`config.mk`:
```
export PLATFORM = sky130hd
export DESIGN_NAME = s16b_main_bus
export DESIGN_NICKNAME = d
export VERILOG_FILES = /design/src/design/s16b_pkg.sv /design/src/design/s16b_rom_bank.sv /design/src/design/s16b_chip_select.sv /design/src/design/s16b_read_mux.sv /design/src/design/s16b_main_bus.sv
export SDC_FILE = /design/constraint.sdc
export NUM_CORES = 1
export LEC_CHECK = 0
export BUFFER_PORTS_ARGS = -buffer_cell sky130_fd_sc_hd__clkbuf_2
export CORE_MARGIN = 4
export CORE_UTILIZATION = 40
export DETAILED_ROUTE_END_ITERATION = 6
export HOLD_SLACK_MARGIN = 0.1
export MAX_ROUTING_LAYER = met4
export PLACE_DENSITY = 0.95
export SLEW_MARGIN = 5
export SYNTH_ARGS = -nofsm -noshare
export SYNTH_HDL_FRONTEND = slang
export SYNTH_SLANG_ARGS = --single-unit
```
`constraint.sdc`:
```
create_clock -name clk -period 2.28 [get_ports clk]
set_input_delay 0 -clock clk [delete_from_list [all_inputs] [get_ports clk]]
set_output_delay 0 -clock clk [all_outputs]
set_load 0.005 [all_outputs]
```
`src/design/s16b_pkg.sv`:
```
// System 16B main board shared definitions
// Region vector bit positions, PCB family encoding and the
// packed structs carried between the bus decode blocks

`default_nettype none

package s16b_pkg;

    // One-hot region vector from the bus mapper
    localparam int region_w    = 8;
    localparam int region_ram  = 3;
    localparam int region_oram = 4;
    localparam int region_vram = 5;
    localparam int region_pal  = 6;
    localparam int region_io   = 7;

    // Board family, decoded from the game identifier
    typedef enum logic [2:0] {
        pcb_5521       = 3'd0,  // also 5704 and the default
        pcb_5358_small = 3'd1,
        pcb_5358_large = 3'd2,
        pcb_5797       = 3'd3,
        pcb_korean     = 3'd4
    } s16b_pcb_e;

    // CPU bus as the board sees it
    typedef struct packed {
        logic [23:1] addr;
        logic        as_n;
        logic        uds_n;
        logic        lds_n;
        logic        rnw;
        logic [15:0] dout;
    } s16b_cpu_bus_t;

    // Registered chip selects
    typedef struct packed {
        logic rom;
        logic ram;
        logic vram;
        logic chr;
        logic pal;
        logic objram;
        logic io;
    } s16b_cs_t;

    // Read data returned by the memories
    typedef struct packed {
        logic [15:0] ram;   // work RAM or video RAM, shared SDRAM port
        logic [15:0] rom;
        logic [15:0] chr;
        logic [15:0] pal;
        logic [15:0] obj;
        logic [7:0]  cab;
    } s16b_rd_src_t;

endpackage

`default_nettype wire

```
`src/design/s16b_rom_bank.sv`:
```
// Program ROM banking for the System 16B main board
// Decodes the PCB family from the game identifier and folds the
// low ROM regions into the banked SDRAM word address

`timescale 1ns/1ns
`default_nettype none

module s16b_rom_bank (
    input  logic                          clk,
    input  logic                          rst,
    input  logic [23:1]                   addr,
    input  logic [s16b_pkg::region_w-1:0] active,
    input  logic [7:0]                    game_id,
    output s16b_pkg::s16b_pcb_e           pcb,
    output logic [17:0]                   rom_addr
);
    import s16b_pkg::*;

    logic       large_5358;
    logic [1:0] bank;

    // Large 5358 boards only differ by game code
    always_ff @(posedge clk or posedge rst) begin
        if (rst) begin
            large_5358 <= 1'b0;
        end else begin
            large_5358 <= (game_id == 8'h10) || (game_id == 8'h15) ||
                          (game_id == 8'h1a);
        end
    end

    // Family from the upper identifier bits
    always_comb begin
        casez (game_id[7:3])
            5'b001??: pcb = pcb_5797;
            5'b0001?: pcb = large_5358 ? pcb_5358_large : pcb_5358_small;
            5'b00001: pcb = pcb_korean;
            default:  pcb = pcb_5521;
        endcase
    end

    // Bank number from the three ROM regions
    always_comb begin
        case (active[2:0])
            3'b010:  bank = 2'd1;
            3'b100:  bank = 2'd2;
            default: bank = 2'd0;
        endcase
    end

    always_comb begin
        case (pcb)
            pcb_5797:       rom_addr = addr[18:1];
            pcb_5358_large: rom_addr = {bank, addr[16:1]};
            pcb_5358_small: rom_addr = {1'b0, bank, addr[15:1]};
            pcb_korean:     rom_addr = {1'b0, addr[17:1]};
            // 512kB map, only one bank bit reaches the ROM
            default:        rom_addr = {bank[0], addr[17:1]};
        endcase
    end

    // Mapper must never open two ROM banks at once
    a_rom_region_onehot: assert property (
        @(posedge clk) disable iff (rst)
        $onehot0(active[2:0])
    ) else $error("more than one ROM region active");

endmodule

`default_nettype wire

```
`src/design/s16b_chip_select.sv`:
```
// System 16B memory map decode
// Registered chip selects from the region vector, SDRAM acknowledge
// tracking with the busy level for the CPU, and the tile bank register

`timescale 1ns/1ns
`default_nettype none

module s16b_chip_select (
    input  logic                          clk,
    input  logic                          rst,
    input  s16b_pkg::s16b_cpu_bus_t       bus,
    input  logic [s16b_pkg::region_w-1:0] active,
    input  s16b_pkg::s16b_pcb_e           pcb,
    input  logic                          ram_ok,
    input  logic                          rom_ok,
    output s16b_pkg::s16b_cs_t            cs,
    output logic                          bus_busy,
    output logic [5:0]                    tile_bank
);
    import s16b_pkg::*;

    logic any_ds;
    logic wr_strobe;
    logic sample;
    logic is_5797;
    logic tbank_cs;
    logic sdram_ok;

    assign any_ds    = !(bus.uds_n && bus.lds_n);
    assign wr_strobe = any_ds && !bus.rnw;
    // Reads can open on the address strobe alone
    assign sample    = any_ds || (!bus.as_n && bus.rnw);
    assign is_5797   = (pcb == pcb_5797);

    always_ff @(posedge clk or posedge rst) begin
        if (rst) begin
            cs       <= '0;
            tbank_cs <= 1'b0;
        end else if (sample) begin
            cs.rom    <= (is_5797 ? active[0] : |active[2:0]) && bus.rnw;
            cs.chr    <= active[region_vram] && bus.addr[16];
            cs.objram <= active[region_oram];
            cs.pal    <= active[region_pal];
            cs.io     <= active[region_io];
            // SDRAM requests need a data strobe so that a
            // read-modify-write toggles the select between halves
            cs.ram    <= any_ds && active[region_ram];
            cs.vram   <= any_ds && active[region_vram] && !bus.addr[16];
            if (is_5797) begin
                tbank_cs <= active[1] && (bus.addr[13:12] == 2'd2) && !bus.rnw;
            end else begin
                tbank_cs <= active[2] && !bus.rnw;
            end
        end else begin
            cs       <= '0;
            tbank_cs <= 1'b0;
        end
    end

    // Acknowledge holds until the address strobe releases
    always_ff @(posedge clk or posedge rst) begin
        if (rst) begin
            sdram_ok <= 1'b0;
        end else if (bus.as_n) begin
            sdram_ok <= 1'b0;
        end else if (any_ds) begin
            sdram_ok <= cs.rom ? rom_ok : ram_ok;
        end
    end

    assign bus_busy = (cs.rom || cs.ram || cs.vram) && !sdram_ok;

    // Two 3-bit halves picked by address bit 1
    always_ff @(posedge clk or posedge rst) begin
        if (rst) begin
            tile_bank <= 6'd0;
        end else if (tbank_cs && wr_strobe) begin
            if (bus.addr[1]) begin
                tile_bank[5:3] <= bus.dout[2:0];
            end else begin
                tile_bank[2:0] <= bus.dout[2:0];
            end
        end
    end

    // ROM select never stays up while a write is on the bus
    a_rom_read_only: assert property (
        @(posedge clk) disable iff (rst)
        cs.rom |-> bus.rnw
    ) else $error("ROM selected on a write");

    // Work RAM and video RAM share one SDRAM port
    a_ram_vram_excl: assert property (
        @(posedge clk) disable iff (rst)
        !(cs.ram && cs.vram)
    ) else $error("work RAM and video RAM selected together");

endmodule

`default_nettype wire

```
`src/design/s16b_read_mux.sv`:
```
// CPU read data return
// Registers the data of the selected memory in fixed priority,
// open bus reads return all ones

`timescale 1ns/1ns
`default_nettype none

module s16b_read_mux (
    input  logic                   clk,
    input  logic                   rst,
    input  s16b_pkg::s16b_cs_t     cs,
    input  s16b_pkg::s16b_rd_src_t rd_src,
    output logic [15:0]            cpu_din
);

    always_ff @(posedge clk or posedge rst) begin
        if (rst) begin
            cpu_din <= 16'd0;
        end else begin
            if (cs.ram || cs.vram) begin
                cpu_din <= rd_src.ram;
            end else if (cs.rom) begin
                cpu_din <= rd_src.rom;
            end else if (cs.chr) begin
                cpu_din <= rd_src.chr;
            end else if (cs.pal) begin
                cpu_din <= rd_src.pal;
            end else if (cs.objram) begin
                cpu_din <= rd_src.obj;
            end else if (cs.io) begin
                // Cabinet inputs are byte wide
                cpu_din <= {8'hff, rd_src.cab};
            end else begin
                cpu_din <= 16'hffff;
            end
        end
    end

endmodule

`default_nettype wire

```
`src/design/s16b_main_bus.sv`:
```
// System 16B main board bus core
// ROM banking, memory map decode and CPU read return between the
// 68000 bus and the board memories

`timescale 1ns/1ns
`default_nettype none

module s16b_main_bus (
    input  logic                          clk,
    input  logic                          rst,
    input  s16b_pkg::s16b_cpu_bus_t       bus,
    input  logic [s16b_pkg::region_w-1:0] active,
    input  logic [7:0]                    game_id,
    input  logic                          ram_ok,
    input  logic                          rom_ok,
    input  s16b_pkg::s16b_rd_src_t        rd_src,
    output s16b_pkg::s16b_cs_t            cs,
    output logic [17:0]                   rom_addr,
    output logic [5:0]                    tile_bank,
    output logic                          bus_busy,
    output logic [15:0]                   cpu_din
);
    import s16b_pkg::*;

    s16b_pcb_e pcb;

    s16b_rom_bank u_rom_bank (
        .clk      (clk),
        .rst      (rst),
        .addr     (bus.addr),
        .active   (active),
        .game_id  (game_id),
        .pcb      (pcb),
        .rom_addr (rom_addr)
    );

    s16b_chip_select u_chip_select (
        .clk       (clk),
        .rst       (rst),
        .bus       (bus),
        .active    (active),
        .pcb       (pcb),
        .ram_ok    (ram_ok),
        .rom_ok    (rom_ok),
        .cs        (cs),
        .bus_busy  (bus_busy),
        .tile_bank (tile_bank)
    );

    // Data sampled one cycle after the selects settle
    s16b_read_mux u_read_mux (
        .clk     (clk),
        .rst     (rst),
        .cs      (cs),
        .rd_src  (rd_src),
        .cpu_din (cpu_din)
    );

endmodule

`default_nettype wire

```
==> results of run 1 <==
## per-stage QoR
step | instances | cell area [um^2] | worst slack [ns] | utilization | hold slack, ns
after floorplan | 241 | 2160 | 0.977 | - | 0.0647
after global placement | 440 | 2870 | 0.621 | 0.555 | 0.0000381
after detailed placement | 440 | 2870 | 0.582 | 0.555 | 0.0000381
after CTS | 508 | 3560 | 0.0334 | 0.688 | 0.107
after global routing | 508 | 3560 | 0.0226 | 0.688 | 0.128
final | 508 | 3560 | 0.161 | 0.688 | 0.141
## power breakdown
part	internal [mW]	switching, mW	leakage (nW)
Sequential	0.645	0.0772	0.388
Clock	0.207	0.192	0.0410
Combinational	0.331	0.233	1.33
## sequential cells by signal, indices dropped and copies added (netlist names)
name                     flops
u_chip_select.cs             7
u_rom_bank.large_5358        1
u_chip_select.tbank_cs       1
u_chip_select.tile_bank      6
u_chip_select.sdram_ok       1
u_read_mux.cpu_din          16
## per-layer routing
| metal | GRT usage | vias up | share of wire |
|---|---|---|---|
| met4 | 0.115 | 0 | 0.038 |
| met3 | 0.0351 | 33 | 0.066 |
| met1 | 0.288 | 1299 | 0.35 |
| met2 | 0.493 | 160 | 0.54 |
| li1 | - | 1247 | - |
| met5 | - | - | 0 |
## cells by family (layout without fill, tap and decap cells)
logic type                after synthesis  count (layout)
and+or+nand+nor                        80              80
buffers and inverters                  39             236
xor gates and xnor gates                1               1
DFF                                    32              32
muxes                                   8               8
AOI/OAI and AO/OA                      81              81
## cell usage in the layout (no fill, tap or decap), types with 9 or more instances in the layout
master,count
clkbuf_2,156
dlygate4sd3_1,61
dfrtp_1,30
a21oi_1,27
nor2b_1,21
nor3b_1,18
o31ai_1,18
o21ai_0,12
nand2_1,11
inv_1,10
nand2b_1,9
nor2_1,9
## worst paths after layout
kind | end | slack, ns | cells past startpoint
max in group asynchronous | u_chip_select.cs[1]$_DFF_PP0_ | 1.61 | 4
min in group asynchronous | u_chip_select.tile_bank[0]$_DFFE_PP0P_ | 0.35 | 4
worst min register to register | u_chip_select.tile_bank[1]$_DFFE_PP0P_ | 0.50 | 1
worst max-delay path | u_chip_select.sdram_ok$_DFFE_PP0P_ | 0.16 | 3
worst max register to register | u_chip_select.sdram_ok$_DFFE_PP0P_ | 0.16 | 3
worst min-delay path | u_read_mux.cpu_din[5]$_DFF_PP0_ | 0.14 | 4
## what timing repair did
| item | in CTS | in global routing |
|---|---|---|
| setup endpoints to repair | 0 | 11 |
| gates resized for setup | 0 | 3 |
| hold buffers | 61 | 0 |
| endpoints found under the hold margin | 76 | 0 |
## worst max-delay path, stage by stage, from the launching register on
cell           delay (ns)
dfrtp_1              0.99
mux2i_1              0.17
a211oi_1             0.29
dlygate4sd3_1        0.60
## layout make-up
class / count / area, um^2 / share of cell area
Timing Repair Buffer: 219 / 1410 / 0.395
Tap cell: 70 / 87.6 / 0.0246
Multi-Input combinational cell: 170 / 1150 / 0.322
Inverter: 10 / 37.5 / 0.0105
Clock inverter: 1 / 5.00 / 0.00141
Sequential cell: 32 / 803 / 0.226
Clock buffer: 6 / 72.6 / 0.0204
==> metrics.md, run 1 <==
| Metric | Value |
|---|---|
| Worst setup SP type | register |
| Netlist Area Pre-Place | ~0.0022 mm^2 |
| CP Capture Type | register |
| Antenna violations before repair | 0 |
| Largest net degree at the start of global routing | 34 |
| Final hold vios | 0 |
| Synth Area in XOR/XNOR | 0.00405 |
| Period utilization | 0.930 |
| Synth Warn # | 0 |
| Synth top area share | 0.370 |
| Setup TNS | 0 ns |
| GRT Util Overall | 0.269 |
| ANT cells | 0 |
| Tightest Pin Transition | 0.975 ns |
| WL final | approximately 9000 um |
| Post-synth net total | around 400 |
| Port Buffer Count | 156 |
| CP arrival | 2.33 ns |
| Row cnt | 26 |
| Most frequent cells after synthesis | dfrtp_1, a21oi_1, nor2b_1 |
| Pwr dens | roughly 470 mW/mm^2 |
| Hold path start | rd_src[29] |
| Synth Area per Inst | 8.98 um^2 |
| Layout Nets | just under 600 |
| Largest family of logic cells by synthesized area | compound AO/OA/AOI/OAI gates |
| Status | completed |
| Post-synth EDFFs | 0 |
| Antenna viol nets, final | 0 |
| R2r startpoint | u_chip_select.cs[6]$_DFF_PP0_ |
| Register bit count reported by yosys | 32 |
| Via count | 2739 |
| Crit Path Category | reg -> reg |
| Post-DP HPWL | 5910 um |
| Post-synthesis mux area share | 0.0411 |
| Max-Cap Viols | 0 |
| Maximum VDD drop | ~310 uV |
| Post-synthesis compound-gate area fraction | 0.243 |
| Min cycle time layout | between 2 and 2.5 ns |
| Initial core utilization | 0.418 |
| Hold WC Path Type | in -> reg |
| Post-Synth Adder-Cell Area | 0 |
| Cell leakage power | 1.76 nW |
| Drt first-iter violations | around 180 |
| RSZ-0062 raised after global routing | no |
| Post-synth ARST share | 1.00 |
| Core region area | 0.00517 mm^2 |
| Total iterations of the first detailed-routing run | 4 |
| Worst EP required | 2.49 ns |
| GR Overflow Total | 0 |
| Clock-pin slew on the worst setup and hold paths | 0.06 ns |
| First-pass GRT wire length | between 10000 and 15000 um |
| Total Power | 1.68 mW |
| Final setup viols | 0 |
| Die W | ~82 um |
| Clk sinks | 32 |
| IO Count | 199 |
| TritonCTS Buffers | 5 |
| Slew headroom | 0.350 |
| Synth top area cells | dfrtp_1, a21oi_1, nor3b_1 |
| Vias in the first global route | roughly 2700 |
| Root Buffer | clkbuf_8 |
| Final Skew | 0.00365 ns |
| Die area | 0.00665 mm^2 |
| Syn Inst Count | 241 |
| Synth area leader | dfrtp_1 |
| CTS max path bufs | 2 |
| Wire length per cell | 17.9 um |
| Top FF cell, synth | dfrtp_1 |
| Simple-gate share of the synthesized area | 0.242 |
| Area grow syn2layout | 64.5% |
| Netlist cell types | 32 |
| Chip height | 81.5 um |
| Fill cells | 407 |
| Post-CTS setup buffer count | 0 |
| Vias/cell | 5.39 |
| Max FO, Critical Path | 27 |
| CTS tree | yes |
| Max Fclk | 0.472 GHz |
| RD Place Congestion | 0.902 |
| Seq/Total Area, Yosys | 0.370 |
| Clk_lat worst skew | 0.27 ns |
| Dominant cell by count in the synthesized netlist | dfrtp_1 |
| Share of cells above drive strength 1 | 0.395 |
| Worst setup startpoint | u_chip_select.cs[6]$_DFF_PP0_ |
| DRC | 0 |
| # H-tree levels | 2 |
| Slew Limit Fails | 0 |
Note: power is estimated with default switching activity, not from simulation.
==> run 2, diff against run 1 <==
--- a/config.mk
+++ b/config.mk
@@ -7,7 +7,7 @@
 export LEC_CHECK = 0
 export BUFFER_PORTS_ARGS = -buffer_cell sky130_fd_sc_hd__clkbuf_2
 export CORE_MARGIN = 4
-export CORE_UTILIZATION = 40
+export CORE_UTILIZATION = 41
 export DETAILED_ROUTE_END_ITERATION = 6
 export HOLD_SLACK_MARGIN = 0.1
 export MAX_ROUTING_LAYER = met4
@@ -15,4 +15,5 @@
 export SLEW_MARGIN = 5
 export SYNTH_ARGS = -nofsm -noshare
 export SYNTH_HDL_FRONTEND = slang
+export SYNTH_HIERARCHICAL = 1
 export SYNTH_SLANG_ARGS = --single-unit
==> run 2 against run 1 <==
  * Critical path depth grew 1
  * Count of clock-buffer cells in the layout rose by 1
  * Sequential share of layout area decreased by 1.3 points
  * Synthesized area rose by 5.2%
  * Wire length decreased by 1.5%
  * Cell area rose by 6.2%
  * Critical path type unchanged
==> metrics.md, run 2 <==
| Metric | Value |
|---|---|
| Largest net degree at the start of global routing | 28 (was 34) |
| Area grow syn2layout | 66.0% (was 64.5%) |
| Worst setup SP type | register (unchanged) |
| First-pass GRT wire length | 13400 um (was 13000 um) |
| Worst setup startpoint | u_chip_select/cs[1]$_DFF_PP0_ (was u_chip_select.cs[6]$_DFF_PP0_) |
| Final Skew | 0.00502 ns (was 0.00365 ns) |
| Post-synth net total | 398 (was 392) |
| Syn Inst Count | 247 (was 241) |
| Vias/cell | 5.30 (was 5.39) |
| WL final | 8960 um (was 9100 um) |
| Max FFs per register | 16 (unchanged) |
| Dominant cell by count in the synthesized netlist | dfrtp_1 (unchanged) |
| Max Fclk | 0.494 GHz (was 0.472 GHz) |
| # H-tree levels | 2 (unchanged) |
| Port Buffer Count | 156 (unchanged) |
| Hold WC Path Type | in -> reg (unchanged) |
| Top FF cell, synth | dfrtp_1 (unchanged) |
| Netlist Area Pre-Place | 0.00228 mm^2 (was 0.00216 mm^2) |
| Hold path start | rd_src[45] (was rd_src[29]) |
| Synth Area per Inst | 9.21 um^2 (was 8.98 um^2) |
| Die area | 0.00681 mm^2 (was 0.00665 mm^2) |
| GRT Util Overall | 0.269 (about the same) |
| CP arrival | 2.18 ns (was 2.33 ns) |
| Cells after DPL | 446 (was 440) |
| Final setup viols | 0 (unchanged) |
| Status | completed (unchanged) |
| R2r startpoint | u_chip_select/cs[1]$_DFF_PP0_ (was u_chip_select.cs[6]$_DFF_PP0_) |
| Post-CTS setup buffer count | 0 (unchanged) |
| Reg power frac | 0.391 (was 0.428) |
| Row cnt | 26 (unchanged) |
| Via count | 2771 (was 2739) |
| Post-synth ARST share | 1.00 (unchanged) |
| CTS max path bufs | 2 (unchanged) |
| Final hold vios | 0 (unchanged) |
| GR Overflow Total | 0 (unchanged) |
| Maximum VDD drop | 260 uV (was 314 uV) |
| Period utilization | 0.888 (was 0.930) |
| RD Place Congestion | 0.880 (was 0.902) |
| Pint | 1.27 mW (was 1.18 mW) |
| Fill cells | 367 (was 407) |
| Switching Fraction | 0.284 (was 0.298) |
| Worst-path cell chain | nor3b_1, o31ai_1, a22o_1, dlygate4sd3_1 (was mux2i_1, a211oi_1, dlygate4sd3_1) |
| Netlist cell types | 42 (was 32) |
| Die W | 82.5 um (was 81.5 um) |
| Regs by FF count | u_read_mux/cpu_din x16, u_chip_select/cs x7, u_chip_select/tile_bank x6 (was u_read_mux.cpu_din x16, u_chip_select.cs x7, u_chip_select.tile_bank x6) |
| Max-Cap Viols | 0 (unchanged) |
| Core region area | 0.00524 mm^2 (was 0.00517 mm^2) |
| CTS tree | yes (unchanged) |
| Tightest Pin Transition | 0.710 ns (was 0.975 ns) |
| Min cycle time layout | 2.02 ns (was 2.12 ns) |
| Register bit count reported by yosys | 32 (unchanged) |
| Comb pwr share | 0.346 (was 0.335) |
| Post-synth EDFFs | 0 (unchanged) |
| Drt first-iter violations | 156 (was 181) |
| Seq/Total Area, Yosys | 0.352 (was 0.370) |
| TritonCTS Buffers | 5 (unchanged) |
| Total iterations of the first detailed-routing run | 4 (unchanged) |
| Synth area leader | dfrtp_1 (unchanged) |
| Wire length per cell | 17.1 um (was 17.9 um) |
| Setup TNS | 0 ns (unchanged) |
| Slowest cell on the critical path | dfrtp_1 (unchanged) |
| CP max stage delay | 0.79 ns (was 0.99 ns) |
| Cell leakage power | 1.86 nW (was 1.76 nW) |
| Layout Nets | 604 (was 589) |
| Slew Limit Fails | 0 (unchanged) |
| Synth top area share | 0.352 (was 0.370) |
| Crit Path Category | reg -> reg (unchanged) |
| Initial core utilization | 0.435 (was 0.418) |
| Chip height | 82.5 um (was 81.5 um) |
| Post-DP HPWL | 5610 um (was 5910 um) |
| Antenna violations before repair | 0 (unchanged) |
| IO Count | 199 (unchanged) |
| Clk_lat worst skew | 0.27 ns (about the same) |
| Slew headroom | 0.525 (was 0.350) |
| Placed cell area | 0.00298 mm^2 (was 0.00287 mm^2) |
| Most common cell after layout, fill and taps aside | clkbuf_2 (unchanged) |
| Root Buffer | clkbuf_8 (unchanged) |
| Pwr dens | 469 mW/mm^2 (was 473 mW/mm^2) |
| Final Non-Filler Cells | 523 (was 508) |
| Clk sinks | 32 (unchanged) |
| ANT cells | 0 (unchanged) |
| Clock-pin slew on the worst setup and hold paths | 0.06 ns (about the same) |
| Worst EP required | 2.43 ns (was 2.49 ns) |
| Clock Power Share | 0.263 (was 0.237) |
| Antenna viol nets, final | 0 (unchanged) |
| Share of cells above drive strength 1 | 0.426 (was 0.395) |
| Most frequent cells in the layout | clkbuf_2, dlygate4sd3_1, dfrtp_1 (unchanged) |
| Synth top area cells | dfrtp_1, nor3b_1, a21oi_1 (was dfrtp_1, a21oi_1, nor3b_1) |
| RSZ-0062 raised after global routing | no (unchanged) |
| Max FO, Critical Path | 25 (was 27) |
| CP Capture Type | register (unchanged) |
| Most frequent cells after synthesis | dfrtp_1, a21oi_1, nor3b_1 (was dfrtp_1, a21oi_1, nor2b_1) |
| NetSw | 0.504 mW (was 0.502 mW) |
| Vias in the first global route | 2989 (was 2698) |
| Synth Warn # | 6 (was 0) |
| Reg with most FFs | u_read_mux/cpu_din (was u_read_mux.cpu_din) |
| Finished Cell Area | 0.00378 mm^2 (was 0.00356 mm^2) |
| DRC | 0 (unchanged) |
## run 2: repair_timing
action	CTS	global route
endpoints found under the hold margin	76	0
setup endpoints to repair	0	5
hold buffers	70	0
resized for setup	0	2
## run 2: per-layer routing
metal | global-route usage | vias to the layer above | share of wire
li1 | - | 1287 | -
met1 | 0.279 | 1269 | 0.36
met2 | 0.479 | 185 | 0.51
met3 | 0.0510 | 30 | 0.093
met4 | 0.142 | 0 | 0.037
met5 | - | - | 0
## run 2: stage by stage
step | util | power (mW) | hold slack [ns] | setup slack (ns)
after floorplan | - | 0.960 | -0.271 | 0.832
after global placement | 0.569 | 1.16 | -0.132 | 0.487
after detailed placement | 0.569 | 1.18 | -0.130 | 0.421
after global routing | 0.721 | 1.87 | 0.110 | 0.0807
after CTS | 0.721 | 1.77 | 0.103 | 0.142
final | 0.721 | 1.77 | 0.122 | 0.256
## run 2: critical path: cells and delay by family, from the launching register on
family / cells / cell delay [ns]
and+or+nand+nor: 1 / 0.27
DFF: 1 / 0.79
buffers and inverters: 1 / 0.55
AOI/OAI and AO/OA: 2 / 0.29
## run 2: power by group through the flow
stage               sequential (mW)  combinational [mW]  clock, mW
floorplan                     0.696               0.264          0
global placement              0.698               0.466          0
detailed placement            0.702               0.482          0
CTS                           0.691               0.597      0.484
global route                  0.703               0.664      0.506
finish                        0.693               0.613      0.465
## run 2: final timing paths
kind | end | slack, ns | cells past startpoint
worst max-delay path | u_read_mux/cpu_din[14]$_DFF_PP0_ | 0.26 | 4
worst min-delay path | u_read_mux/cpu_din[5]$_DFF_PP0_ | 0.12 | 3
worst max register to register | u_read_mux/cpu_din[14]$_DFF_PP0_ | 0.26 | 4
worst min register to register | u_chip_select/tile_bank[2]$_DFFE_PP0P_ | 0.51 | 1
max in group asynchronous | u_read_mux/cpu_din[14]$_DFF_PP0_ | 1.44 | 3
min in group asynchronous | u_rom_bank/large_5358$_DFF_PP0_ | 0.15 | 3
## run 2: area by class of cell
type                            count  area [um^2]  share of cell area
Timing Repair Buffer              230         1510               0.400
Sequential cell                    32          802               0.212
Inverter                           14         52.6              0.0139
Multi-Input combinational cell    170         1230               0.325
Tap cell                           70         87.6              0.0232
Clock buffer                        7         96.3              0.0255
## run 2: cell families after synthesis
logic type / Yosys count / synth area share
AOI/OAI and AO/OA: 62 / 0.194
buffers and inverters: 45 / 0.108
xor gates and xnor gates: 1 / 0.00385
and+or+nand+nor: 99 / 0.304
DFF: 32 / 0.352
muxes: 8 / 0.0385
